[config.mk]
export PLATFORM = sky130hd
export DESIGN_NAME = bg_pixel_fifo
export DESIGN_NICKNAME = d
export VERILOG_FILES = /design/src/rtl/ppu_pixel_pkg.sv /design/src/rtl/ppu_regs_pkg.sv /design/src/rtl/bg_pixel_fifo.sv
export VERILOG_INCLUDE_DIRS = /design/src /design/src/rtl
export SDC_FILE = /design/constraint.sdc
export NUM_CORES = 1
export LEC_CHECK = 0
export BUFFER_PORTS_ARGS = -buffer_cell sky130_fd_sc_hd__buf_2
export CAP_MARGIN = 20
export CORE_MARGIN = 3
export CORE_UTILIZATION = 41
export CTS_CLUSTER_SIZE = 30
export DETAILED_ROUTE_END_ITERATION = 8
export HOLD_SLACK_MARGIN = 0.15
export PLACE_DENSITY = 0.72
export SYNTH_ARGS = -nofsm -noshare
export SYNTH_HDL_FRONTEND = slang
export SYNTH_SLANG_ARGS = --single-unit
[constraint.sdc]
create_clock -name clk -period 3.5 [get_ports clk]
set_input_delay 0.35 -clock clk [delete_from_list [all_inputs] [get_ports clk]]
set_output_delay 0.35 -clock clk [all_outputs]
set_load 0.005 [all_outputs]
[src/rtl/ppu_macros.svh]
`ifndef PPU_MACROS_SVH
`define PPU_MACROS_SVH

// Screen geometry, reduced for short simulations
// Full size is 160 pixels, 144 visible lines, 154 total lines
`define PPU_LINE_PIXELS   32
`define PPU_VISIBLE_LINES 4
`define PPU_TOTAL_LINES   6

// Dot budget of one line
`define PPU_MODE2_LEN     20
`define PPU_LINE_DOTS     120

// APB address map
`define PPU_VRAM_TOP      14'h2000
`define PPU_REG_BASE      14'h2040
`define PPU_VRAM_WORDS    8192

`endif

[src/rtl/ppu_pixel_pkg.sv]
package ppu_pixel_pkg;

  // Raw two-bit color code before the palette
  typedef logic [1:0] color_t;

  // Tilemap entry, read either as unsigned or as signed offset
  typedef union packed {
    logic        [7:0] idx;
    logic signed [7:0] sidx;
  } tile_index_u;

  // One tile row, entry 0 is the leftmost pixel
  typedef color_t [7:0] tile_row_t;

  // Fetcher read port into VRAM
  typedef struct packed {
    logic        req;
    logic [12:0] addr;
  } vram_rd_req_t;

  // Screen pixel after palette mapping
  typedef struct packed {
    logic       valid;
    color_t     color;
    logic [7:0] x;
    logic [7:0] ly;
  } pixel_out_t;

endpackage

[src/rtl/ppu_regs_pkg.sv]
package ppu_regs_pkg;

  // Mode encoding matches the STAT mode field
  typedef enum logic [1:0] {
    mode_hblank   = 2'd0,
    mode_vblank   = 2'd1,
    mode_oam_scan = 2'd2,
    mode_draw     = 2'd3
  } ppu_mode_e;

  // LCDC bit layout, MSB first
  typedef struct packed {
    logic lcd_en;
    logic win_map_sel;
    logic win_en;
    logic bg_tile_sel;   // 1: unsigned tiles at 0x0000, 0: signed around 0x1000
    logic bg_map_sel;    // 1: map at 0x1C00, 0: map at 0x1800
    logic obj_size;
    logic obj_en;
    logic bg_en;
  } lcdc_t;

  // CPU-writable register file
  typedef struct packed {
    lcdc_t      lcdc;
    logic [7:0] scy;
    logic [7:0] scx;
    logic [7:0] bgp;
  } ppu_regs_t;

  // Timer state broadcast to every block
  typedef struct packed {
    ppu_mode_e  mode;
    logic [7:0] ly;
    logic [6:0] dot;
    logic       line_start;
  } ppu_timing_t;

endpackage

[src/rtl/bg_pixel_fifo.sv]
`include "ppu_macros.svh"

module bg_pixel_fifo (
  input  logic                      clk,
  input  logic                      reset,
  input  ppu_regs_pkg::ppu_timing_t timing,
  input  ppu_regs_pkg::ppu_regs_t   regs,
  input  logic                      push,
  input  ppu_pixel_pkg::tile_row_t  row,
  output logic                      empty,
  output ppu_pixel_pkg::pixel_out_t pixel_out,
  output logic                      line_done
);
  import ppu_regs_pkg::*;
  import ppu_pixel_pkg::*;

  tile_row_t  shreg;
  logic [3:0] count;
  // Fine scroll pixels still to drop
  logic [2:0] discard;
  logic [7:0] x_cnt;
  logic       shift_en;
  logic       line_full;
  logic       pix_valid;
  color_t     raw;

  assign empty     = count == 4'd0;
  assign shift_en  = (timing.mode == mode_draw) && !empty;
  // Stop output once the line is complete
  assign line_full = x_cnt == 8'(`PPU_LINE_PIXELS);
  assign pix_valid = shift_en && (discard == 3'd0) && !line_full;
  assign raw       = shreg[0];

  // BGP lookup, code c picks bits 2c+1:2c
  assign pixel_out.valid = pix_valid;
  assign pixel_out.color = regs.bgp[{raw, 1'b0} +: 2];
  assign pixel_out.x     = x_cnt;
  assign pixel_out.ly    = timing.ly;

  always_ff @(posedge clk or posedge reset) begin
    if (reset) begin
      count     <= 4'd0;
      discard   <= 3'd0;
      x_cnt     <= 8'd0;
      line_done <= 1'b0;
    end else begin
      line_done <= pix_valid && (x_cnt == 8'(`PPU_LINE_PIXELS - 1));
      if (timing.line_start) begin
        count   <= 4'd0;
        discard <= regs.scx[2:0];
        x_cnt   <= 8'd0;
      end else if (push) begin
        count <= 4'd8;
      end else if (shift_en) begin
        count <= count - 4'd1;
        if (discard != 3'd0) begin
          discard <= discard - 3'd1;
        end
        if (pix_valid) begin
          x_cnt <= x_cnt + 8'd1;
        end
      end
    end
  end

  // Pixel data, oldest at entry 0
  always_ff @(posedge clk) begin
    if (push) begin
      shreg <= row;
    end else if (shift_en) begin
      shreg <= {color_t'(2'd0), shreg[7:1]};
    end
  end

endmodule

; Word level (Yosys, flattened, before mapping)
; Index checks and enable logic that the tools add are counted.
[op_classes]
add_sub_neg = 3
eq_ne = 4
bitwise = 0
div = 0
shifts = 1
n_mux = 13
mul = 0
n_reduce_logical = 16
n_lt_le_gt_ge = 0
[op_table]
columns = cell, count
row1 = 16-bit two-way mux, 2
row2 = 8-bit two-way mux, 4
row3 = 3-bit two-way mux, 4
row4 = 4-bit two-way mux, 3
row5 = "8-bit by 1-bit adder with 8-bit output, second input constant", 1
row6 = "8-bit by 5-bit equality test with 1-bit output, second input constant", 1
row7 = "8-bit by 6-bit equality test with 1-bit output, second input constant", 1
row8 = 2-bit nonzero test, 4
row9 = 8-bit by 4-bit indexed part select with 2-bit output, 1
row10 = 3-bit AND reduction, 2
row11 = 3-bit nonzero test, 2
row12 = 1-bit logical AND, 4
row13 = 4-bit zero test, 1
row14 = "4-bit by 1-bit subtractor with 4-bit output, second input constant", 1
row15 = 3-bit zero test, 1
row16 = "3-bit by 1-bit subtractor with 3-bit output, second input constant", 1
row17 = "2-bit equality test, second input constant", 1
row18 = 1-bit zero test, 2
row19 = "2-bit inequality test, second input constant", 1
[totals]
ff_bits = 32
output_inout_bits = 21
ramBits = 0
latch_bits = 0
mem_count = 0
elab_cells = 49
romBits = 0

; Logic depth before layout (Yosys ltp)
; Gate-level depths: netlist of the first run.
[logic_depth]
ltp_word = 9
depth_mapped = 7
mapped_depth_nobuf = 6

; Least setup slack after synthesis of the first run
; No wires, ideal clock.
[synth_path]
kind = register to register
start = register count[0]
end = register shreg (netlist bit raw[0]), enable pin
t_arrival_ns = 1.551
n_path_buf = 1
setup_slack_ns = 1.574
stages_incl_launch_ff = 7
synth_period_minus_slack_ns = 1.926
required_ns = 3.125
path_cell_list = dfrtp_1 inv_1 ha_1 nor3b_4 or2_1 buf_6 nand2b_1
[synth_between]
elab_chain_cells = 4
[synth_lines]
columns = item, line
row1 = from (decl), bg_pixel_fifo.sv:18  ; logic [3:0] count;
row2 = from (signal assigned), bg_pixel_fifo.sv:55  ; count <= count - 4'd1;
row3 = 4-bit zero test, bg_pixel_fifo.sv:27  ; assign empty = count == 4'd0;
row4 = named net empty, bg_pixel_fifo.sv:10  ; output logic empty,
row5 = 1-bit zero test, bg_pixel_fifo.sv:28  ; assign shift_en = (timing.mode == mode_draw) && !empty;
row6 = 1-bit logical AND, bg_pixel_fifo.sv:28
row7 = 2-bit nonzero test (no source line), -
row8 = to (signal assigned), bg_pixel_fifo.sv:69  ; shreg <= row;
row9 = to (signal assigned), bg_pixel_fifo.sv:71  ; shreg <= {color_t'(2'd0), shreg[7:1]};
row10 = to (decl), bg_pixel_fifo.sv:17  ; tile_row_t shreg;
; The timed path passes the listed nets, and every way through them passes these cells.
; A chain may end at the register's enable or synchronous reset.

; Final worst setup path of the first run
[layout_path]
start = register count[0]
end = register shreg (netlist bit raw[0]), enable pin
[layout_between]
elab_chain_cells = 4
[layout_lines]
columns = item, line
row1 = 4-bit zero test, bg_pixel_fifo.sv:27
row2 = 1-bit zero test, bg_pixel_fifo.sv:28
row3 = 1-bit logical AND, bg_pixel_fifo.sv:28
row4 = 2-bit nonzero test (no source line), -
; Every way passes these cells.

==> flow_results.org, run 1 <==
** Logic synthesis
- Area of the mapped netlist :: 1900 um2
- The number of different library cells used by synthesis comes to 39.
- Post-synthesis net count :: 232
- A synthesized cell averages 12.1 um2.
- Synth warn :: 0
- The cell count after synthesis came out at 157.
- Flip-flop and latch count after synthesis :: 32
- The share of the Yosys chip area taken by registers is 46.4%.

** Cells and area
- Compared with the post-synthesis result, the final layout area differs by 14.7%.
- The number of antenna diodes in the final layout is 0.
- Layout net count :: 267
- Fin util :: 49.3%
- Share of cells above drive strength 1 :: 41.5%
- Finished Cell Area :: 2180 um2

** Critical path
- Crit path capture type :: register
- Kind of start point of the critical path :: register
- At the worst endpoint, the required time is 3.37 ns.
- CP Data Arrival Time :: 2.33 ns
- Critical path class :: reg -> reg
- Worst-path fanout max :: 16

** Die
- The die covers 5480 um2.
- For this design the top-level I/O count stands at 90.
- The die is 74.0 um wide.
- Starting density of the core :: 43.0%
- After floorplanning, the core was divided into 24 placement rows.
- Die outline height :: 74.0 um
- Std-Cell Core Area :: 4410 um2

** Timing
- The number of hold violations in the final report was 0.
- Worst Clk Skew :: 0.00501 ns
- The worst pin sits at a relative slew slack of 48.1%.
- Once routing completed, OpenROAD measured the worst setup slack at 1.04 ns.
- Highest achievable clock rate :: 0.406 GHz
- The max-slew violation count was 0.
- Summed over all failing endpoints, the final setup total negative slack is 0 ns.
- Unrepaired setup endpoints after global routing :: false
- Counting I/O delays and the setup requirement, the final critical path takes 2.46 ns.
- Transition time at the pin with the least slew margin :: 0.778 ns
- Setup violations remaining at the end of the flow were counted as 0.
- Tcrit/Tclk final :: 70.4%

** Placement
- Summed over all nets, the half-perimeter wirelength after detailed placement is 2360 um.
- Post-DP Area :: 2070 um2
- Port-buffer cells :: 45
- Prior to clock tree synthesis, the placed netlist has a worst setup slack of 1.04 ns.
- At the end of routability-driven placement, the weighted congestion stood at 0.778.

** Global routing
- After global routing the overflow that remains totals 0.
- The via count of the first global-routing pass came to 1324.
- The initial antenna violation count came to 0.
- Total global-route track usage :: 13.6%
- The first global-routing pass estimated 5750 um of wire.
- Maximum number of pins on one net before global-route repair :: 27

** Route
- Remaining antenna violation count :: 0
- Vias :: 1274
- Number of remaining DRC errors :: 0
- The first detailed-routing pass took 4 iterations.
- Total detailed-routing wirelength :: 3390 um
- Via density per instance :: 5.20
- First-iteration detailed-routing DRC count :: 68
- In the final routed layout, each cell accounts on average for 13.8 um.

** Job
- Max Cap Violations :: 0

** Run status
- The flow ran to the end, and the final reports show no timing, DRC or antenna violations.

** Power
- Net switching is 22.5% of the power.
- Sequential share of power :: 48.9%
- The clock network is responsible for 39.6% of the overall power.
- The analysis attributes to cell leakage a power of 0.926 nW.
- Switching Power :: 0.198 mW
- Combinational logic burns 11.5% of the power.
- The internal portion of the total power is 0.685 mW.
- The worst-case IR drop observed on VDD is 0.277 mV.
- Total power :: 0.883 mW
- In this run the power density over the cells is 406 nW/um2.

** Clock network
- Once the clock tree was built, the resizer swapped 0 gates to a different size.
- The longest clock path from root to sink contains 2 buffers.
- In this run, CTS created clock tree buffers numbering 5.
- TritonCTS built the clock tree.
- After clock tree synthesis, the setup repair step added 0 buffers.
- Number of clock sinks :: 32
- Latest clock arrival within the worst-skew pair :: 0.28 ns
- The H-tree was split into 2 levels.
- Hold-fix buffers at CTS :: 0
- After clock tree synthesis, the clock-pin slew on the worst setup and hold paths is 0.07 ns.
- The cell sitting at the root of the clock tree is a sky130_fd_sc_hd__clkbuf_8.

** Hold path
- The tightest min-delay check is of the in -> async type.
critical path: stages, from the launching register on:
cell                       delay, ns
sky130_fd_sc_hd__dfrtp_1        0.40
sky130_fd_sc_hd__inv_1          0.09
sky130_fd_sc_hd__ha_1           0.14
sky130_fd_sc_hd__nor3b_4        0.31
sky130_fd_sc_hd__or2_1          0.53
sky130_fd_sc_hd__nand2b_1       0.58
cell usage in the layout, fill, tap and decap left out, drive strengths merged, types with 2 or more instances in the layout:
cell type | Yosys | final
nor2b | 8 | 8
nor4 | 7 | 7
nor2 | 14 | 14
buf | 14 | 45
mux2 | 21 | 21
nand2b | 3 | 3
dfrtp | 16 | 16
mux4 | 2 | 2
nor4b | 2 | 2
inv | 8 | 8
edfxtp | 16 | 16
ha | 6 | 6
nor3b | 2 | 2
and2 | 3 | 3
xnor2 | 3 | 3
clkbuf | 3 | 6
nand3 | 3 | 3
nor3 | 5 | 5
and4 | 2 | 2
nand2 | 7 | 7
layout make-up:
class,instances,area [um2]
timing repair buffer,45,225
fill,434,2240
multi-input combinational,100,867
clock inverter,2,35.0
inverter,8,30.0
clock buffer,6,72.6
sequential,32,881
tap,52,65.1
per-layer routing:
metal	track usage (%)	vias up	routed length (um)
li1	-	619	-
met1	16.4	614	1430
met2	22.9	34	1680
met3	4.32	7	223
met4	4.43	0	51
met5	0	-	0
cell usage after synthesis:
master | instances | area share [%]
sky130_fd_sc_hd__nor3b_1 | 1 | 0.40
sky130_fd_sc_hd__a221oi_1 | 1 | 0.46
sky130_fd_sc_hd__buf_6 | 2 | 1.2
sky130_fd_sc_hd__ha_1 | 6 | 4.0
sky130_fd_sc_hd__mux2_2 | 15 | 8.9
sky130_fd_sc_hd__nor4_1 | 1 | 0.33
sky130_fd_sc_hd__o311ai_0 | 1 | 0.46
sky130_fd_sc_hd__dfrtp_1 | 16 | 21
sky130_fd_sc_hd__nand2_1 | 7 | 1.4
sky130_fd_sc_hd__nand3_1 | 3 | 0.79
sky130_fd_sc_hd__nand2b_1 | 3 | 0.99
sky130_fd_sc_hd__nor2_1 | 14 | 2.8
sky130_fd_sc_hd__nor4_4 | 1 | 1.1
sky130_fd_sc_hd__or4_1 | 1 | 0.40
sky130_fd_sc_hd__nor2b_1 | 8 | 2.6
sky130_fd_sc_hd__buf_4 | 10 | 4.0
sky130_fd_sc_hd__buf_2 | 2 | 0.53
sky130_fd_sc_hd__and4_1 | 1 | 0.46
sky130_fd_sc_hd__mux4_2 | 2 | 2.4
sky130_fd_sc_hd__a21bo_2 | 1 | 0.53
sky130_fd_sc_hd__nor4_2 | 5 | 3.3
sky130_fd_sc_hd__mux2_1 | 6 | 3.6
sky130_fd_sc_hd__edfxtp_1 | 16 | 25
sky130_fd_sc_hd__nor4b_4 | 2 | 2.5
sky130_fd_sc_hd__o21ai_0 | 1 | 0.26
sky130_fd_sc_hd__inv_1 | 8 | 1.6
sky130_fd_sc_hd__or2_1 | 1 | 0.33
sky130_fd_sc_hd__a2111oi_0 | 1 | 0.46
sky130_fd_sc_hd__clkbuf_1 | 3 | 0.59
sky130_fd_sc_hd__nor3_1 | 5 | 1.3
sky130_fd_sc_hd__xor2_1 | 1 | 0.46
sky130_fd_sc_hd__mux2i_1 | 1 | 0.53
sky130_fd_sc_hd__nand3b_1 | 1 | 0.40
sky130_fd_sc_hd__xnor2_1 | 3 | 1.4
sky130_fd_sc_hd__nor3b_4 | 1 | 0.99
sky130_fd_sc_hd__nand4_1 | 1 | 0.33
sky130_fd_sc_hd__a31oi_1 | 1 | 0.33
sky130_fd_sc_hd__and4_4 | 1 | 0.59
sky130_fd_sc_hd__and2_1 | 3 | 0.99
final timing paths:
kind,slack [ns],cells after the start,end,from
min,0.16,2,count[1],reset
min reg2reg,0.55,1,shreg[6],shreg[8]
max,1.04,5,raw[0],count[0]
min in group clk,0.28,3,discard[0],regs[8]
max in group asynchronous,2.90,2,discard[1],reset
max reg2reg,1.04,5,raw[0],count[0]
per-stage QoR:
step,cells,hold slack (ns)
6_report,245,0.159
5_1_grt,245,0.209
3_3_place_gp,237,0.467
4_1_cts,245,0.173
3_5_place_dp,237,0.488
2_1_floorplan,157,0.264
power by group through the flow:
stage | Sequential [mW] | Clock (mW) | Combinational (mW)
2_1_floorplan | 0.437 | 0 | 0.0803
3_5_place_dp | 0.440 | 0 | 0.103
5_1_grt | 0.434 | 0.379 | 0.114
6_report | 0.432 | 0.350 | 0.102
3_3_place_gp | 0.438 | 0 | 0.100
4_1_cts | 0.432 | 0.360 | 0.104
kinds of logic (layout without fill, tap and decap cells):
logic type / Yosys count / after routing / share of synthesized area (%)
compound gates: 6 / 6 / 2.51
xor+xnor: 4 / 4 / 1.85
fa+ha+maj: 6 / 6 / 3.96
buf+inv: 25 / 61 / 7.85
flops: 32 / 32 / 46.4
mux: 24 / 24 / 15.4
simple gates: 60 / 60 / 22.0
registers in the layout (all words and copies together) (netlist names):
signal / count
shreg: 14
x_cnt: 8
count: 4
line_done: 1
discard: 3
raw: 2
(Power assumes the default switching activity.)
==> inputs of run 2 (changes only) <==
--- a/config.mk
+++ b/config.mk
@@ -6,6 +6,7 @@
 export SDC_FILE = /design/constraint.sdc
 export NUM_CORES = 1
 export LEC_CHECK = 0
+export ABC_AREA = 1
 export BUFFER_PORTS_ARGS = -buffer_cell sky130_fd_sc_hd__buf_2
 export CAP_MARGIN = 20
 export CORE_MARGIN = 3
==> constraint.sdc (replaced) <==
create_clock -name clk -period 2.5 [get_ports clk]
set_input_delay 0.25 -clock clk [delete_from_list [all_inputs] [get_ports clk]]
set_output_delay 0.25 -clock clk [all_outputs]
set_load 0.005 [all_outputs]
==> run 2 against run 1 <==
Power up 44%. Core utilization increased by 1.0 points. Combinational power increased by 79%. Die area increased by 0.49%. Non-clock buffer count rose by 1. Design area up 2.1%. Clock skew grew 0.0020 ns. Critical endpoint is now pixel_out[18]. Largest power group unchanged. Highest routed layer unchanged.
==> flow_results.org, run 2 <==
** Logic synthesis
- In the synthesized netlist the dominant register cell turns out to be sky130_fd_sc_hd__edfxtp_1.
- Area of the mapped netlist :: 1910 um2 (+0.53%)
- The cell count after synthesis came to 239 (+52%).
- Post-synthesis net count :: 314 (+35%)
- The synthesized area per cell was 7.98 um2 (-34%).
- The synthesis-stage register bit count was 32 (unchanged).
- The async set or reset register ratio after synthesis is 50.0% (unchanged).
- Counting instances in the post-synthesis netlist gives the leading cell types as sky130_fd_sc_hd__nand2_1, sky130_fd_sc_hd__nand3_1, sky130_fd_sc_hd__inv_1.
- Synth warn :: 0 (unchanged)
- Among all cell types in the netlist, the one instantiated most often is sky130_fd_sc_hd__nand2_1.
- The area share of the leading cell type in the synthesized netlist is 25.2% (-0.13 points).
- Unique masters post-synth :: 26 (-33%)
- The proportion of synthesized chip area in sequential cells was 46.2% (-0.24 points).
- Library cell occupying the most area in the post-synthesis netlist :: sky130_fd_sc_hd__edfxtp_1
- Most area-consuming cells after synthesis :: sky130_fd_sc_hd__edfxtp_1, sky130_fd_sc_hd__dfrtp_1, sky130_fd_sc_hd__nand2_1
- Number of enable-type register cells in the synthesized netlist :: 16 (unchanged)

** Critical path
- Launch point of the worst path :: x_cnt[0]
- Crit path capture type :: primary output
- Bufs and invs on worst path :: 2 (+1)
- Setup slack, reg-to-reg :: 0.76 ns (-0.28 ns)
- The worst setup path is of the reg -> out kind.
- The worst endpoint data arrival time is 1.51 ns (-0.82 ns).
- The startpoint identified for the worst register-to-register timing path is count[0].
- The endpoint required time on the critical path was 2.25 ns (-1.12 ns).
- Kind of start point of the critical path :: register
- The kind of cell with the highest combined delay along the critical path is flip-flops.
- The peak per-stage delay on the critical path came to 0.42 ns (-0.16 ns).
- Depth of the worst register-to-register path :: 5 (unchanged)
- The maximum fanout count along the critical path is 5 (-11).
- Cell Chain, Critical Path :: inv_1 -> ha_1 -> nand3_2 -> o21bai_4 -> nor2_2 -> buf_2
- Cell with the largest stage delay on the worst path :: sky130_fd_sc_hd__dfrtp_1
- Endpoint of the most critical register-to-register path :: shreg[10]

** Placement
- The cell area after placement is 2100 um2 (+1.7%).
- The number of I/O port buffers was 45 (unchanged).
- The final RePlAce weighted congestion came to 0.771 (-0.94%).
- Detailed placer's ending HPWL :: 2590 um (+10%)

** Global routing
- The via count of the first global-routing pass was 1341 (+1.3%).
- The total congestion overflow is 0 (unchanged).
- Total global-route track usage :: 13.4% (-0.14 points)
- The largest net degree at the start of global routing came to 22 (-19%).
- Global-route wire length before repair :: 5640 um (-2.0%)
- Antenna violations before repair :: 0 (unchanged)

** Power
- The fraction of power spent switching nets is 24.0% (+1.5 points).
- The share of power burned in the clock network was 37.5% (-2.1 points).
- The net load switching power is 0.306 mW (+54%).
- Max IR drop VDD :: 0.313 mV (+13%)
- The static leakage power was 1.20 nW (+30%).
- Power Density :: 575 nW/um2 (+42%)
- The part of the power in combinational logic came to 14.4% (+2.9 points).
- The cell-internal power was 0.970 mW (+42%).
- Sequential share of power :: 48.1% (-0.8 points)

** Cells and area
- Number of flip-flops in the largest register :: 14 (unchanged)
- Finished Cell Area :: 2220 um2 (+2.1%)
- Antenna Diode Count :: 0 (unchanged)
- From synthesis to final layout, the design area changed by 16.5%.
- The largest registers in the layout are shreg x14, x_cnt x8, count x4.
- Most used cells in the layout excluding fill and tap cells :: sky130_fd_sc_hd__nand2_1, sky130_fd_sc_hd__buf_2, sky130_fd_sc_hd__nand3_1
- More flip-flops sit in one register than any other, and that register is shreg.
- Share of cells above drive strength 1 :: 26.5% (-15 points)
- Leaving out fill and tap cells, the most frequent cell in the layout is sky130_fd_sc_hd__nand2_1.
- Layout net count :: 353 (+32%)

** Hold path
- For hold timing, the worst endpoint is shreg[14].
- Worst Hold Launch :: row[14]
- The min-delay analysis places its worst path in the category in -> reg.
- Number of instances on the worst hold path :: 3

** Clock network
- The total clock buffers created by CTS is 5 (unchanged).
- Clock input transition at the sequential cells of the worst setup and hold paths :: 0.07 ns (about the same)
- The post-cts resize count is 0 (unchanged).
- Root Buffer :: sky130_fd_sc_hd__clkbuf_8
- The clock latency reported for the late side of the worst-skew pair is 0.28 ns (about the same).
- The number of buffers on the longest clock path is 2 (unchanged).
- Total number of H-tree levels :: 2 (unchanged)
- CTS tree :: built
- Number of clock sinks :: 32 (unchanged)

** Timing
- Number of endpoints failing setup at the final stage :: 0 (unchanged)
- Slew margin rel. :: 54.9% (+6.8 points)
- Setup repair after global routing left no endpoint under its margin.
- The setup TNS came to 0 ns (unchanged).
- Worst Clk Skew :: 0.00699 ns (+0.00198 ns)
- Highest achievable clock rate :: 0.568 GHz
- The transition time at the pin with the least slew margin is 0.675 ns (-0.103 ns).
- The number of hold violations in the final report is 0 (unchanged).
- The max-slew violation count was 0 (unchanged).
- Tcrit/Tclk final :: 70.5%
- Final worst path period need :: 1.76 ns

** Die
- The I/O pin count was 90 (unchanged).
- Std-Cell Core Area :: 4410 um2 (unchanged)
- The row count is 24 (unchanged).
- The die outline width is 74.2 um (+0.24%).
- Starting density of the core :: 43.2% (+0.23 points)
- The y dimension of the die came to 74.2 um (+0.24%).
- The die area is 5500 um2 (+0.49%).

** Route
- Number of remaining DRC errors :: 0 (unchanged)
- Vias :: 1569 (+23%)
- The mean routed wirelength per cell was 10.9 um (-21%).
- The via density per instance was 4.74 (-8.8%).
- The number of optimization iterations in the first detailed-route pass came to 4 (unchanged).
- The wire length reported by the detailed router is 3620 um (+6.7%).
- The remaining antenna violation count after routing is 0 (unchanged).
- First-iteration detailed-routing DRC count :: 122 (+79%)

** Job
- Max Cap Violations :: 0 (unchanged)

** Run status
- Status :: complete, no violations
[run 2: cells by family (layout without fill, tap and decap cells)]
kind of cell	Yosys count	count (layout)	synth area share, %
buf+inv	43	83	10.9
fa+ha+maj	6	6	3.94
xor+xnor	1	1	0.459
simple gates	141	141	33.5
flops	32	32	46.2
compound gates	16	16	5.05
[run 2: cell type report]
class	instances	area [um2]
fillers	433	2190
flip-flops and latches	32	881
multi-input cells	164	818
repair buffers	46	235
inverters	29	114
clock buffers	6	72.6
well taps	52	65.1
clock inverters	2	35.0
[run 2: tightest hold or removal path, stage by stage]
cell and delay [ns]:
sky130_fd_sc_hd__buf_2 0.07, sky130_fd_sc_hd__nand2_1 0.04, sky130_fd_sc_hd__inv_1 0.04
[run 2: metal layers]
| metal | wire (um) | global-route usage (%) |
|---|---|---|
| met2 | 1700 | 22.0 |
| met4 | 57 | 4.83 |
| met1 | 1600 | 16.2 |
| met5 | 0 | 0 |
| met3 | 253 | 5.00 |
[run 2: worst max path at each step]
stage                          to  slack (ns)  cells past startpoint
finish              pixel_out[18]        0.74                      6
global route            shreg[10]        0.57                      5
detailed placement      shreg[15]        0.74                      5
floorplan                  raw[0]        0.96                      5
CTS                 pixel_out[18]        0.72                      6
global placement        shreg[15]        0.76                      5
[run 2: metrics by stage]
step                util, %  worst slack, ns  instances  total power, mW  hold slack, ns
CTS                    50.3            0.716        331             1.29           0.211
global placement       47.6            0.764        322            0.802           0.368
finish                 50.3            0.739        331             1.28           0.219
detailed placement     47.6            0.739        322            0.809           0.359
global route           50.3            0.573        331             1.35           0.227
floorplan                 -            0.962        239            0.763           0.164
[run 2: repair_timing]
action / 4_1_cts / 5_1_grt
hold buffers: 1 / 0
setup buffers: 0 / 0
endpoints found under the setup margin: 0 / 0
hold endpoints to repair: 16 / 0
[run 2: power groups by stage]
stage	clock (mW)	combinational, mW	sequential [mW]
after CTS	0.492	0.186	0.614
after detailed placement	0	0.184	0.624
final	0.479	0.183	0.614
after global routing	0.517	0.212	0.618
after global placement	0	0.179	0.623
after floorplan	0	0.142	0.620
